## config.mk

```make
export PLATFORM = sky130hd
export DESIGN_NAME = ncu_mcu_link_mon
export DESIGN_NICKNAME = d
export VERILOG_FILES = /design/src/mcu_link_pkg.sv /design/src/mon_csr_pkg.sv /design/src/nibble_packet_assembler.sv /design/src/lane_stats.sv /design/src/mon_csr_wb.sv /design/src/ncu_mcu_link_mon.sv
export SDC_FILE = /design/constraint.sdc
export NUM_CORES = 2
export LEC_CHECK = 0
export BUFFER_PORTS_ARGS = -buffer_cell sky130_fd_sc_hd__buf_2
export CAP_MARGIN = 10
export CORE_MARGIN = 1
export CORE_UTILIZATION = 35
export DETAILED_ROUTE_END_ITERATION = 6
export HOLD_SLACK_MARGIN = 0.15
export PLACE_DENSITY = 0.59
export SLEW_MARGIN = 20
export SYNTH_ARGS = -nofsm -noshare
export SYNTH_HDL_FRONTEND = slang
export SYNTH_SLANG_ARGS = --single-unit
```

## constraint.sdc

```tcl
create_clock -name iol2clk -period 5.4 [get_ports iol2clk]
set_input_delay 0 -clock iol2clk [delete_from_list [all_inputs] [get_ports iol2clk]]
set_output_delay 0 -clock iol2clk [all_outputs]
set_load 0.05 [all_outputs]
```

## src/mcu_link_pkg.sv

```systemverilog
// NCU-MCU link sizes, per-direction command codes and the first-beat decode type for the monitor
package mcu_link_pkg;

    // One beat per valid cycle, 32 beats per packet
    localparam int BEAT_W        = 4;
    localparam int PKT_W         = 128;
    localparam int BEATS_PER_PKT = 32;

    // Counts 0 to 32, so one bit more than the beat index
    localparam int BEAT_CNT_W    = 6;

    // Downstream commands, NCU to MCU
    typedef enum logic [BEAT_W-1:0] {
        REQ_READ  = 4'b0100,
        REQ_WRITE = 4'b0101,
        REQ_IFILL = 4'b0110
    } req_op_e;

    // Upstream commands, MCU to NCU
    typedef enum logic [BEAT_W-1:0] {
        RSP_READ_NACK  = 4'b0000,
        RSP_READ_ACK   = 4'b0001,
        RSP_IFILL_ACK  = 4'b0011,
        RSP_IFILL_NACK = 4'b0111,
        RSP_INT        = 4'b1000,
        RSP_INT_VEC    = 4'b1100
    } rsp_op_e;

    // The same first beat read as a request on a downstream lane
    // or as a response on an upstream lane
    typedef union packed {
        req_op_e req;
        rsp_op_e rsp;
    } first_beat_u;

endpackage

```

## src/mon_csr_pkg.sv

```systemverilog
// Wishbone widths and register map of the link monitor, shared by the lanes and the CSR block
package mon_csr_pkg;

    localparam int WB_DAT_W   = 32;
    localparam int WB_ADR_W   = 7;

    // Word address is {lane, register}
    localparam int LANE_SEL_W = 4;
    localparam int REG_SEL_W  = 3;

    // Statistics counters wrap at this width
    localparam int CNT_W      = 16;

    // Per-lane registers, packet words least significant first
    localparam logic [REG_SEL_W-1:0] REG_PKT0      = 3'd0;
    localparam logic [REG_SEL_W-1:0] REG_PKT1      = 3'd1;
    localparam logic [REG_SEL_W-1:0] REG_PKT2      = 3'd2;
    localparam logic [REG_SEL_W-1:0] REG_PKT3      = 3'd3;
    localparam logic [REG_SEL_W-1:0] REG_INFO      = 3'd4;
    localparam logic [REG_SEL_W-1:0] REG_PKT_CNT   = 3'd5;
    localparam logic [REG_SEL_W-1:0] REG_ABORT_CNT = 3'd6;
    localparam logic [REG_SEL_W-1:0] REG_STALL_CNT = 3'd7;

    // Info word fields above the raw first beat in bits 3:0
    localparam int INFO_REC_BIT  = 4;
    localparam int INFO_CAPT_BIT = 8;

    // This lane value addresses the control block instead of a lane
    localparam logic [LANE_SEL_W-1:0] CTRL_LANE = 4'd15;
    localparam logic [REG_SEL_W-1:0]  REG_CTRL  = 3'd0;

    localparam int CTRL_ENABLE_BIT = 0;
    localparam int CTRL_CLEAR_BIT  = 1;

endpackage

```

## src/nibble_packet_assembler.sv

```systemverilog
// Builds 128-bit packets from the nibble beats of one link lane and classifies the first beat
`timescale 1ns/100ps

module nibble_packet_assembler
    import mcu_link_pkg::*;
#(
    parameter bit UPSTREAM = 1'b0
)
(
    input  logic              iol2clk,
    input  logic              rst,
    input  logic              enable,
    input  logic              vld,
    input  logic              stall,
    input  logic [BEAT_W-1:0] data,
    output logic              pkt_done,
    output logic              pkt_abort,
    output logic [PKT_W-1:0]  pkt,
    output logic [BEAT_W-1:0] first_beat,
    output logic              recognized
);

    localparam logic [BEAT_CNT_W-1:0] FULL_CNT = BEAT_CNT_W'(BEATS_PER_PKT);

    logic [BEAT_CNT_W-1:0] beat_cnt;
    logic [BEAT_CNT_W-2:0] beat_pos;
    logic [PKT_W-1:0]      pkt_q;
    logic                  take_beat;
    first_beat_u           fb;

    // Beats past the 32nd are dropped while valid stays high
    assign take_beat = enable && vld && !stall && (beat_cnt < FULL_CNT);
    assign beat_pos  = beat_cnt[BEAT_CNT_W-2:0];

    always_ff @(posedge iol2clk)
    begin
        if (rst)
        begin
            beat_cnt  <= '0;
            pkt_done  <= 1'b0;
            pkt_abort <= 1'b0;
        end
        else if (!enable)
        begin
            // A packet in flight is lost silently when the monitor is turned off
            beat_cnt  <= '0;
            pkt_done  <= 1'b0;
            pkt_abort <= 1'b0;
        end
        else
        begin
            pkt_done  <= !vld && (beat_cnt == FULL_CNT);
            pkt_abort <= !vld && (beat_cnt != '0) && (beat_cnt != FULL_CNT);
            if (!vld)
                beat_cnt <= '0;
            else if (take_beat)
                beat_cnt <= beat_cnt + 1'b1;
        end
    end

    // Beat n lands at bits 4n+3:4n
    always_ff @(posedge iol2clk)
    begin
        if (take_beat)
            pkt_q[beat_pos*BEAT_W +: BEAT_W] <= data;
    end

    assign pkt        = pkt_q;
    assign fb         = pkt_q[BEAT_W-1:0];
    assign first_beat = fb;

    always_comb
    begin
        if (UPSTREAM)
        begin
            case (fb.rsp)
                RSP_READ_NACK, RSP_READ_ACK, RSP_IFILL_ACK,
                RSP_IFILL_NACK, RSP_INT, RSP_INT_VEC:
                    recognized = 1'b1;
                default:
                    recognized = 1'b0;
            endcase
        end
        else
        begin
            case (fb.req)
                REQ_READ, REQ_WRITE, REQ_IFILL:
                    recognized = 1'b1;
                default:
                    recognized = 1'b0;
            endcase
        end
    end

endmodule

```

## src/lane_stats.sv

```systemverilog
// Keeps the last completed packet of one lane and its packet, abort and stall-onset counters
`timescale 1ns/100ps

module lane_stats
    import mcu_link_pkg::*;
    import mon_csr_pkg::*;
(
    input  logic                iol2clk,
    input  logic                rst,
    input  logic                enable,
    input  logic                clear,
    input  logic                stall,
    input  logic                pkt_done,
    input  logic                pkt_abort,
    input  logic [PKT_W-1:0]    pkt,
    input  logic [BEAT_W-1:0]   first_beat,
    input  logic                recognized,
    output logic [PKT_W-1:0]    last_pkt,
    output logic [WB_DAT_W-1:0] last_info,
    output logic [CNT_W-1:0]    pkt_cnt,
    output logic [CNT_W-1:0]    abort_cnt,
    output logic [CNT_W-1:0]    stall_cnt
);

    logic              stall_q;
    logic              captured;
    logic [PKT_W-1:0]  pkt_q;
    logic [BEAT_W-1:0] beat_q;
    logic              rec_q;

    // Tracked even while disabled, so re-enabling inside a stall is not an onset
    always_ff @(posedge iol2clk)
    begin
        if (rst)
            stall_q <= 1'b0;
        else
            stall_q <= stall;
    end

    always_ff @(posedge iol2clk)
    begin
        if (rst || clear)
        begin
            captured  <= 1'b0;
            pkt_cnt   <= '0;
            abort_cnt <= '0;
            stall_cnt <= '0;
        end
        else if (enable)
        begin
            if (pkt_done)
            begin
                captured <= 1'b1;
                pkt_cnt  <= pkt_cnt + 1'b1;
            end
            if (pkt_abort)
                abort_cnt <= abort_cnt + 1'b1;
            if (stall && !stall_q)
                stall_cnt <= stall_cnt + 1'b1;
        end
    end

    always_ff @(posedge iol2clk)
    begin
        if (enable && pkt_done)
        begin
            pkt_q  <= pkt;
            beat_q <= first_beat;
            rec_q  <= recognized;
        end
    end

    // Nothing shows until a packet has been captured since reset or clear
    assign last_pkt = captured ? pkt_q : '0;

    always_comb
    begin
        last_info = '0;
        if (captured)
        begin
            last_info[BEAT_W-1:0]    = beat_q;
            last_info[INFO_REC_BIT]  = rec_q;
            last_info[INFO_CAPT_BIT] = 1'b1;
        end
    end

endmodule

```

## src/mon_csr_wb.sv

```systemverilog
// Wishbone classic slave of the link monitor with the control register and lane read mux
`timescale 1ns/100ps

module mon_csr_wb
    import mcu_link_pkg::*;
    import mon_csr_pkg::*;
#(
    parameter int NUM_LANES = 8
)
(
    input  logic                          iol2clk,
    input  logic                          rst,
    input  logic                          wb_cyc,
    input  logic                          wb_stb,
    input  logic                          wb_we,
    input  logic [WB_ADR_W-1:0]           wb_adr,
    input  logic [WB_DAT_W-1:0]           wb_dat_w,
    input  logic [NUM_LANES*PKT_W-1:0]    last_pkt,
    input  logic [NUM_LANES*WB_DAT_W-1:0] last_info,
    input  logic [NUM_LANES*CNT_W-1:0]    pkt_cnt,
    input  logic [NUM_LANES*CNT_W-1:0]    abort_cnt,
    input  logic [NUM_LANES*CNT_W-1:0]    stall_cnt,
    output logic [WB_DAT_W-1:0]           wb_dat_r,
    output logic                          wb_ack,
    output logic                          enable,
    output logic                          clear
);

    logic                  bus_req;
    logic                  ctrl_sel;
    logic                  ctrl_wr;
    logic [LANE_SEL_W-1:0] lane_sel;
    logic [REG_SEL_W-1:0]  reg_sel;
    logic [WB_DAT_W-1:0]   rd_data;

    assign lane_sel = wb_adr[WB_ADR_W-1 -: LANE_SEL_W];
    assign reg_sel  = wb_adr[REG_SEL_W-1:0];

    // A new access is one not yet acknowledged, so ack lasts a single cycle
    assign bus_req  = wb_cyc && wb_stb && !wb_ack;
    assign ctrl_sel = (lane_sel == CTRL_LANE) && (reg_sel == REG_CTRL);
    assign ctrl_wr  = bus_req && wb_we && ctrl_sel;

    always_comb
    begin
        rd_data = '0;
        if (lane_sel == CTRL_LANE)
        begin
            if (reg_sel == REG_CTRL)
                rd_data[CTRL_ENABLE_BIT] = enable;
        end
        else if (lane_sel < NUM_LANES)
        begin
            case (reg_sel)
                REG_PKT0, REG_PKT1, REG_PKT2, REG_PKT3:
                    rd_data = last_pkt[lane_sel*PKT_W + reg_sel[1:0]*WB_DAT_W +: WB_DAT_W];
                REG_INFO:
                    rd_data = last_info[lane_sel*WB_DAT_W +: WB_DAT_W];
                REG_PKT_CNT:
                    rd_data[CNT_W-1:0] = pkt_cnt[lane_sel*CNT_W +: CNT_W];
                REG_ABORT_CNT:
                    rd_data[CNT_W-1:0] = abort_cnt[lane_sel*CNT_W +: CNT_W];
                REG_STALL_CNT:
                    rd_data[CNT_W-1:0] = stall_cnt[lane_sel*CNT_W +: CNT_W];
                default:
                    rd_data = '0;
            endcase
        end
    end

    always_ff @(posedge iol2clk)
    begin
        if (rst)
        begin
            wb_ack <= 1'b0;
            enable <= 1'b1;
            clear  <= 1'b0;
        end
        else
        begin
            wb_ack <= bus_req;
            // Clear is a strobe and never reads back as set
            clear  <= ctrl_wr && wb_dat_w[CTRL_CLEAR_BIT];
            if (ctrl_wr)
                enable <= wb_dat_w[CTRL_ENABLE_BIT];
        end
    end

    always_ff @(posedge iol2clk)
    begin
        if (bus_req)
            wb_dat_r <= rd_data;
    end

endmodule

```

## src/ncu_mcu_link_mon.sv

```systemverilog
// Top of the NCU-MCU link monitor: one assembler and stats pair per lane behind a Wishbone CSR
`timescale 1ns/100ps

module ncu_mcu_link_mon
    import mcu_link_pkg::*;
    import mon_csr_pkg::*;
#(
    parameter int NUM_MCU = 4
)
(
    input  logic                      iol2clk,
    input  logic                      rst,
    input  logic [NUM_MCU-1:0]        ncu_mcu_vld,
    input  logic [NUM_MCU*BEAT_W-1:0] ncu_mcu_data,
    input  logic [NUM_MCU-1:0]        mcu_ncu_stall,
    input  logic [NUM_MCU-1:0]        mcu_ncu_vld,
    input  logic [NUM_MCU*BEAT_W-1:0] mcu_ncu_data,
    input  logic [NUM_MCU-1:0]        ncu_mcu_stall,
    input  logic                      wb_cyc,
    input  logic                      wb_stb,
    input  logic                      wb_we,
    input  logic [WB_ADR_W-1:0]       wb_adr,
    input  logic [WB_DAT_W-1:0]       wb_dat_w,
    output logic [WB_DAT_W-1:0]       wb_dat_r,
    output logic                      wb_ack
);

    localparam int NUM_LANES = 2 * NUM_MCU;

    logic [NUM_LANES-1:0]          lane_vld;
    logic [NUM_LANES-1:0]          lane_stall;
    logic [NUM_LANES*BEAT_W-1:0]   lane_data;
    logic [NUM_LANES-1:0]          pkt_done;
    logic [NUM_LANES-1:0]          pkt_abort;
    logic [NUM_LANES-1:0]          recognized;
    logic [NUM_LANES*PKT_W-1:0]    pkt;
    logic [NUM_LANES*BEAT_W-1:0]   first_beat;
    logic [NUM_LANES*PKT_W-1:0]    last_pkt;
    logic [NUM_LANES*WB_DAT_W-1:0] last_info;
    logic [NUM_LANES*CNT_W-1:0]    pkt_cnt;
    logic [NUM_LANES*CNT_W-1:0]    abort_cnt;
    logic [NUM_LANES*CNT_W-1:0]    stall_cnt;
    logic                          enable;
    logic                          clear;

    // Downstream lanes first, each stalled by the receiving MCU; upstream stalled by the NCU
    assign lane_vld   = {mcu_ncu_vld, ncu_mcu_vld};
    assign lane_data  = {mcu_ncu_data, ncu_mcu_data};
    assign lane_stall = {ncu_mcu_stall, mcu_ncu_stall};

    for (genvar i = 0; i < NUM_LANES; i++)
    begin : g_lane
        nibble_packet_assembler #(
            .UPSTREAM (i >= NUM_MCU)
        ) u_asm (
            .iol2clk    (iol2clk),
            .rst        (rst),
            .enable     (enable),
            .vld        (lane_vld[i]),
            .stall      (lane_stall[i]),
            .data       (lane_data[i*BEAT_W +: BEAT_W]),
            .pkt_done   (pkt_done[i]),
            .pkt_abort  (pkt_abort[i]),
            .pkt        (pkt[i*PKT_W +: PKT_W]),
            .first_beat (first_beat[i*BEAT_W +: BEAT_W]),
            .recognized (recognized[i])
        );

        lane_stats u_stats (
            .iol2clk    (iol2clk),
            .rst        (rst),
            .enable     (enable),
            .clear      (clear),
            .stall      (lane_stall[i]),
            .pkt_done   (pkt_done[i]),
            .pkt_abort  (pkt_abort[i]),
            .pkt        (pkt[i*PKT_W +: PKT_W]),
            .first_beat (first_beat[i*BEAT_W +: BEAT_W]),
            .recognized (recognized[i]),
            .last_pkt   (last_pkt[i*PKT_W +: PKT_W]),
            .last_info  (last_info[i*WB_DAT_W +: WB_DAT_W]),
            .pkt_cnt    (pkt_cnt[i*CNT_W +: CNT_W]),
            .abort_cnt  (abort_cnt[i*CNT_W +: CNT_W]),
            .stall_cnt  (stall_cnt[i*CNT_W +: CNT_W])
        );
    end

    mon_csr_wb #(
        .NUM_LANES (NUM_LANES)
    ) u_csr (
        .iol2clk   (iol2clk),
        .rst       (rst),
        .wb_cyc    (wb_cyc),
        .wb_stb    (wb_stb),
        .wb_we     (wb_we),
        .wb_adr    (wb_adr),
        .wb_dat_w  (wb_dat_w),
        .last_pkt  (last_pkt),
        .last_info (last_info),
        .pkt_cnt   (pkt_cnt),
        .abort_cnt (abort_cnt),
        .stall_cnt (stall_cnt),
        .wb_dat_r  (wb_dat_r),
        .wb_ack    (wb_ack),
        .enable    (enable),
        .clear     (clear)
    );

endmodule

```

==> results.md <==
- Status: complete, no violations
- Avg Inst Size Synth: 13.8 um2
- Power, Total: 40.6 mW
- Vias in the first global route: 60200
- Pint: 31.9 mW
- Post-synth top area cell: edfxtp_1
- Vias post-DR: 61200
- Clk pin slew, worst setup/hold paths: 0.06 ns
- Hold Crit Depth: 3
- DR WL/cell: 23.3 um
- Register area share after synthesis: 70.3%
- Worst Clk Skew: 0.0669 ns
- CTS Buf Count: 269
- Syn nets: 7570
- Cell row count: 198
- Yosys reg bits: 2555
- Post-synth ARST share: 0%
- Area Overhead vs Synth: 13.7%
- Vert. Die Dim: 543 um
- Clock Power Share: 44.7%
- Initial Util: 35.2%
- Synth Flop Type: edfxtp_1
- Detailed Routing Iterations Pass 1: 7
- Worst R2R Path Depth: 7
- First-pass GRT wire length: 398000 um
- Worst VDD drop: 260 uV
- Share of layout cells above drive strength 1: 12.3%
- Gate Count Post-Synth: 7430
- CTS Sinks: 2555
- Vias per inst: 5.23
- GRT Total Usage: 18.2%
- Sw frac: 21.3%
- Final-report hold violation count: 0
- HPWL after DPL: 188000 um
- Yosys cell types: 69
- Post-route setup TNS: 0 ns
- Final Max Tran Viols: 0
- Number of flops mapped to enable cells by yosys: 2088
- Max-Cap Viols: 0
- Port Buffers: 94
- Final setup viols: 0
- DRC viols: 0
- CORE AREA: 291000 um2
- Die area: 295000 um2
- Root Buffer: clkbuf_16
- Largest net degree at the start of global routing: 163
- Worst hold path type: in -> reg
- I/O Pins: 125
- Max Freq: 265 MHz
- Switching power total: 8.64 mW
- Crit share post-route: 69.8%
- Min Tclk post-route: 3.77 ns
- Initial antenna violation count: 28
- CP endpoint kind: register
- Top-count cell post-synth: edfxtp_1
- H-tree level count: 5
- Post-synth top area share: 61.1%
- ANT nets after route: 0
- Skew-Pair Late Insertion Delay: 0.90 ns
- Max-slew headroom: 12.8%
- CTS tree: yes
- Seq pwr share: 52.1%
- Worst Path Max Fanout: 17
- Iteration-0 DRC Markers: 6184
- Clk buf depth: 4
- Mapped Area: 103000 um2
- Die Wd: 543 um
- Static Leak: 39.0 nW
- WP data required: 5.92 ns
- PwrDens: 348 nW/um2
- Most frequent cells after synthesis: 2088 x edfxtp_1, 1790 x nor2_1, 554 x nand2_1, 467 x dfxtp_1, 314 x mux4_2
- Worst setup SP type: register
- Grt ovf: 0
- RSZ-0062 raised after global routing: false
- RePlAce Congestion: 0.864
- Comb pwr share: 3.3%
- Area contributors post-synth: edfxtp_1 61%, dfxtp_1 9.1%, mux4_2 6.9%, nor2_1 6.6%, xor2_1 2.3%
- Critical path arrival: 4.29 ns
- Nets: 7731
- Warning count from the yosys run: 0
- Worst Max-Slew Pin Slew: 1.31 ns
- Post-Route WL: 273000 um
- WS Path Type: reg -> reg
[worst max-delay path, cell delays in order, from the launching register on]
cell     delay [ns]
dfxtp_1        0.67
inv_1          0.15
ha_1           0.28
nor3b_1        0.19
ha_1           0.43
nand3_1        0.66
or3_1          0.72
nor2_1         0.34
[cells by family after synthesis]
logic type	share of synthesized area [%]
buffers and inverters	1.83
adders and majority gates	0.586
DFF	70.3
and+or+nand+nor	13.4
AOI/OAI and AO/OA	3.17
muxes	7.73
xor gates and xnor gates	3.06
[power groups by stage]
| stage | clock network (mW) | logic, mW | registers (mW) |
|---|---|---|---|
| global placement | 0 | 1.24 | 21.5 |
| CTS | 18.4 | 1.32 | 21.1 |
| global route | 19.2 | 1.38 | 21.1 |
| floorplan | 0 | 0.724 | 21.5 |
| finish | 18.1 | 1.32 | 21.1 |
| detailed placement | 0 | 1.25 | 21.5 |
[area by class of cell]
class | instances | area [um2]
fill | 26700 | 174000
tap | 3900 | 4880
clock inverter | 128 | 1270
antenna | 9 | 22.5
clock buffer | 347 | 7250
sequential | 2555 | 72100
multi-input combinational | 4443 | 28700
inverter | 49 | 186
timing repair buffer | 273 | 2210
[sequential cells by signal, summed over array words and instances (netlist names)]
name	cells
g_lane.u_asm.pkt	1024
g_lane.u_stats.pkt_q	1000
g_lane.u_stats.abort_cnt	128
g_lane.u_stats.pkt_cnt	128
g_lane.u_stats.stall_cnt	128
g_lane.u_asm.beat_cnt	48
u_csr.wb_dat_r	32
g_lane.u_stats.beat_q	24
g_lane.u_asm.pkt_abort	8
g_lane.u_asm.pkt_done	8
g_lane.u_stats.captured	8
g_lane.u_stats.rec_q	8
g_lane.u_stats.stall_q	8
u_csr.clear	1
u_csr.enable	1
u_csr.wb_ack	1
[path summary, 6_finish.rpt]
path,startpoint,slack (ns),to
worst max-delay path,g_lane[5].u_asm.beat_cnt[0]$_SDFFE_PP0P_,1.63,g_lane[5].u_asm.pkt[61]$_DFFE_PP_
worst min-delay path,ncu_mcu_vld[0],0.15,g_lane[0].u_asm.pkt_abort$_SDFF_PP0_
worst max register to register,g_lane[5].u_asm.beat_cnt[0]$_SDFFE_PP0P_,1.63,g_lane[5].u_asm.pkt[61]$_DFFE_PP_
worst min register to register,g_lane[6].u_asm.pkt[95]$_DFFE_PP_,0.39,g_lane[6].u_stats.pkt_q[95]$_DFFE_PP_
[routing by layer]
layer / GRT usage, % / vias to the layer above / share of wire (%)
met5: 0 / - / 0.0037
li1: - / 27500 / -
met4: 7.84 / 2 / 4.4
met1: 23.9 / 30800 / 41
met3: 2.87 / 519 / 7.0
met2: 29.9 / 2323 / 48
[what timing repair did]
item | CTS | global route
gates resized for setup | 0 | 0
setup buffers | 0 | 0
hold buffers | 84 | 0
endpoints found under the hold margin | 1335 | 0
[through the flow]
step | setup WS (ns) | cell area [um2] | instances | util [%] | hold slack [ns]
2_1_floorplan | 0.0681 | 103000 | 7430 | - | 0.0767
3_3_place_gp | 1.49 | 107000 | 11100 | 36.8 | 0.266
3_5_place_dp | 1.49 | 107000 | 11100 | 36.8 | 0.263
4_1_cts | 1.68 | 117000 | 11700 | 40.0 | 0.152
5_1_grt | 1.41 | 117000 | 11700 | 40.1 | 0.174
6_report | 1.63 | 117000 | 11700 | 40.1 | 0.147
[layout by cell type, fill, tap and decap left out, types with 10 or more instances in the layout]
cell type,netlist,final
edfxtp_1,2088,2088
nor2_1,1790,1788
nand2_1,554,552
dfxtp_1,467,466
mux4_2,314,314
clkbuf_16,0,276
xor2_1,269,269
nand3_1,174,172
a21oi_1,133,133
nand4_1,131,131
a221oi_1,127,127
and3_1,105,105
or3_1,97,97
o21ai_0,96,95
nor3_1,95,91
buf_2,78,90
xnor2_1,87,87
dlygate4sd3_1,0,84
buf_4,23,84
mux2i_1,75,75
and2_1,81,73
clkbuf_1,227,63
ha_1,48,48
clkinv_2,0,45
inv_1,46,44
nor2b_1,36,31
a211oi_1,31,31
clkinv_1,1,29
a22oi_1,28,28
nand2b_1,23,21
bufinv_16,0,19
nor3_2,11,15
buf_12,0,12
inv_6,0,11
and4_1,10,10
Note: power is estimated with default switching activity, not from simulation.
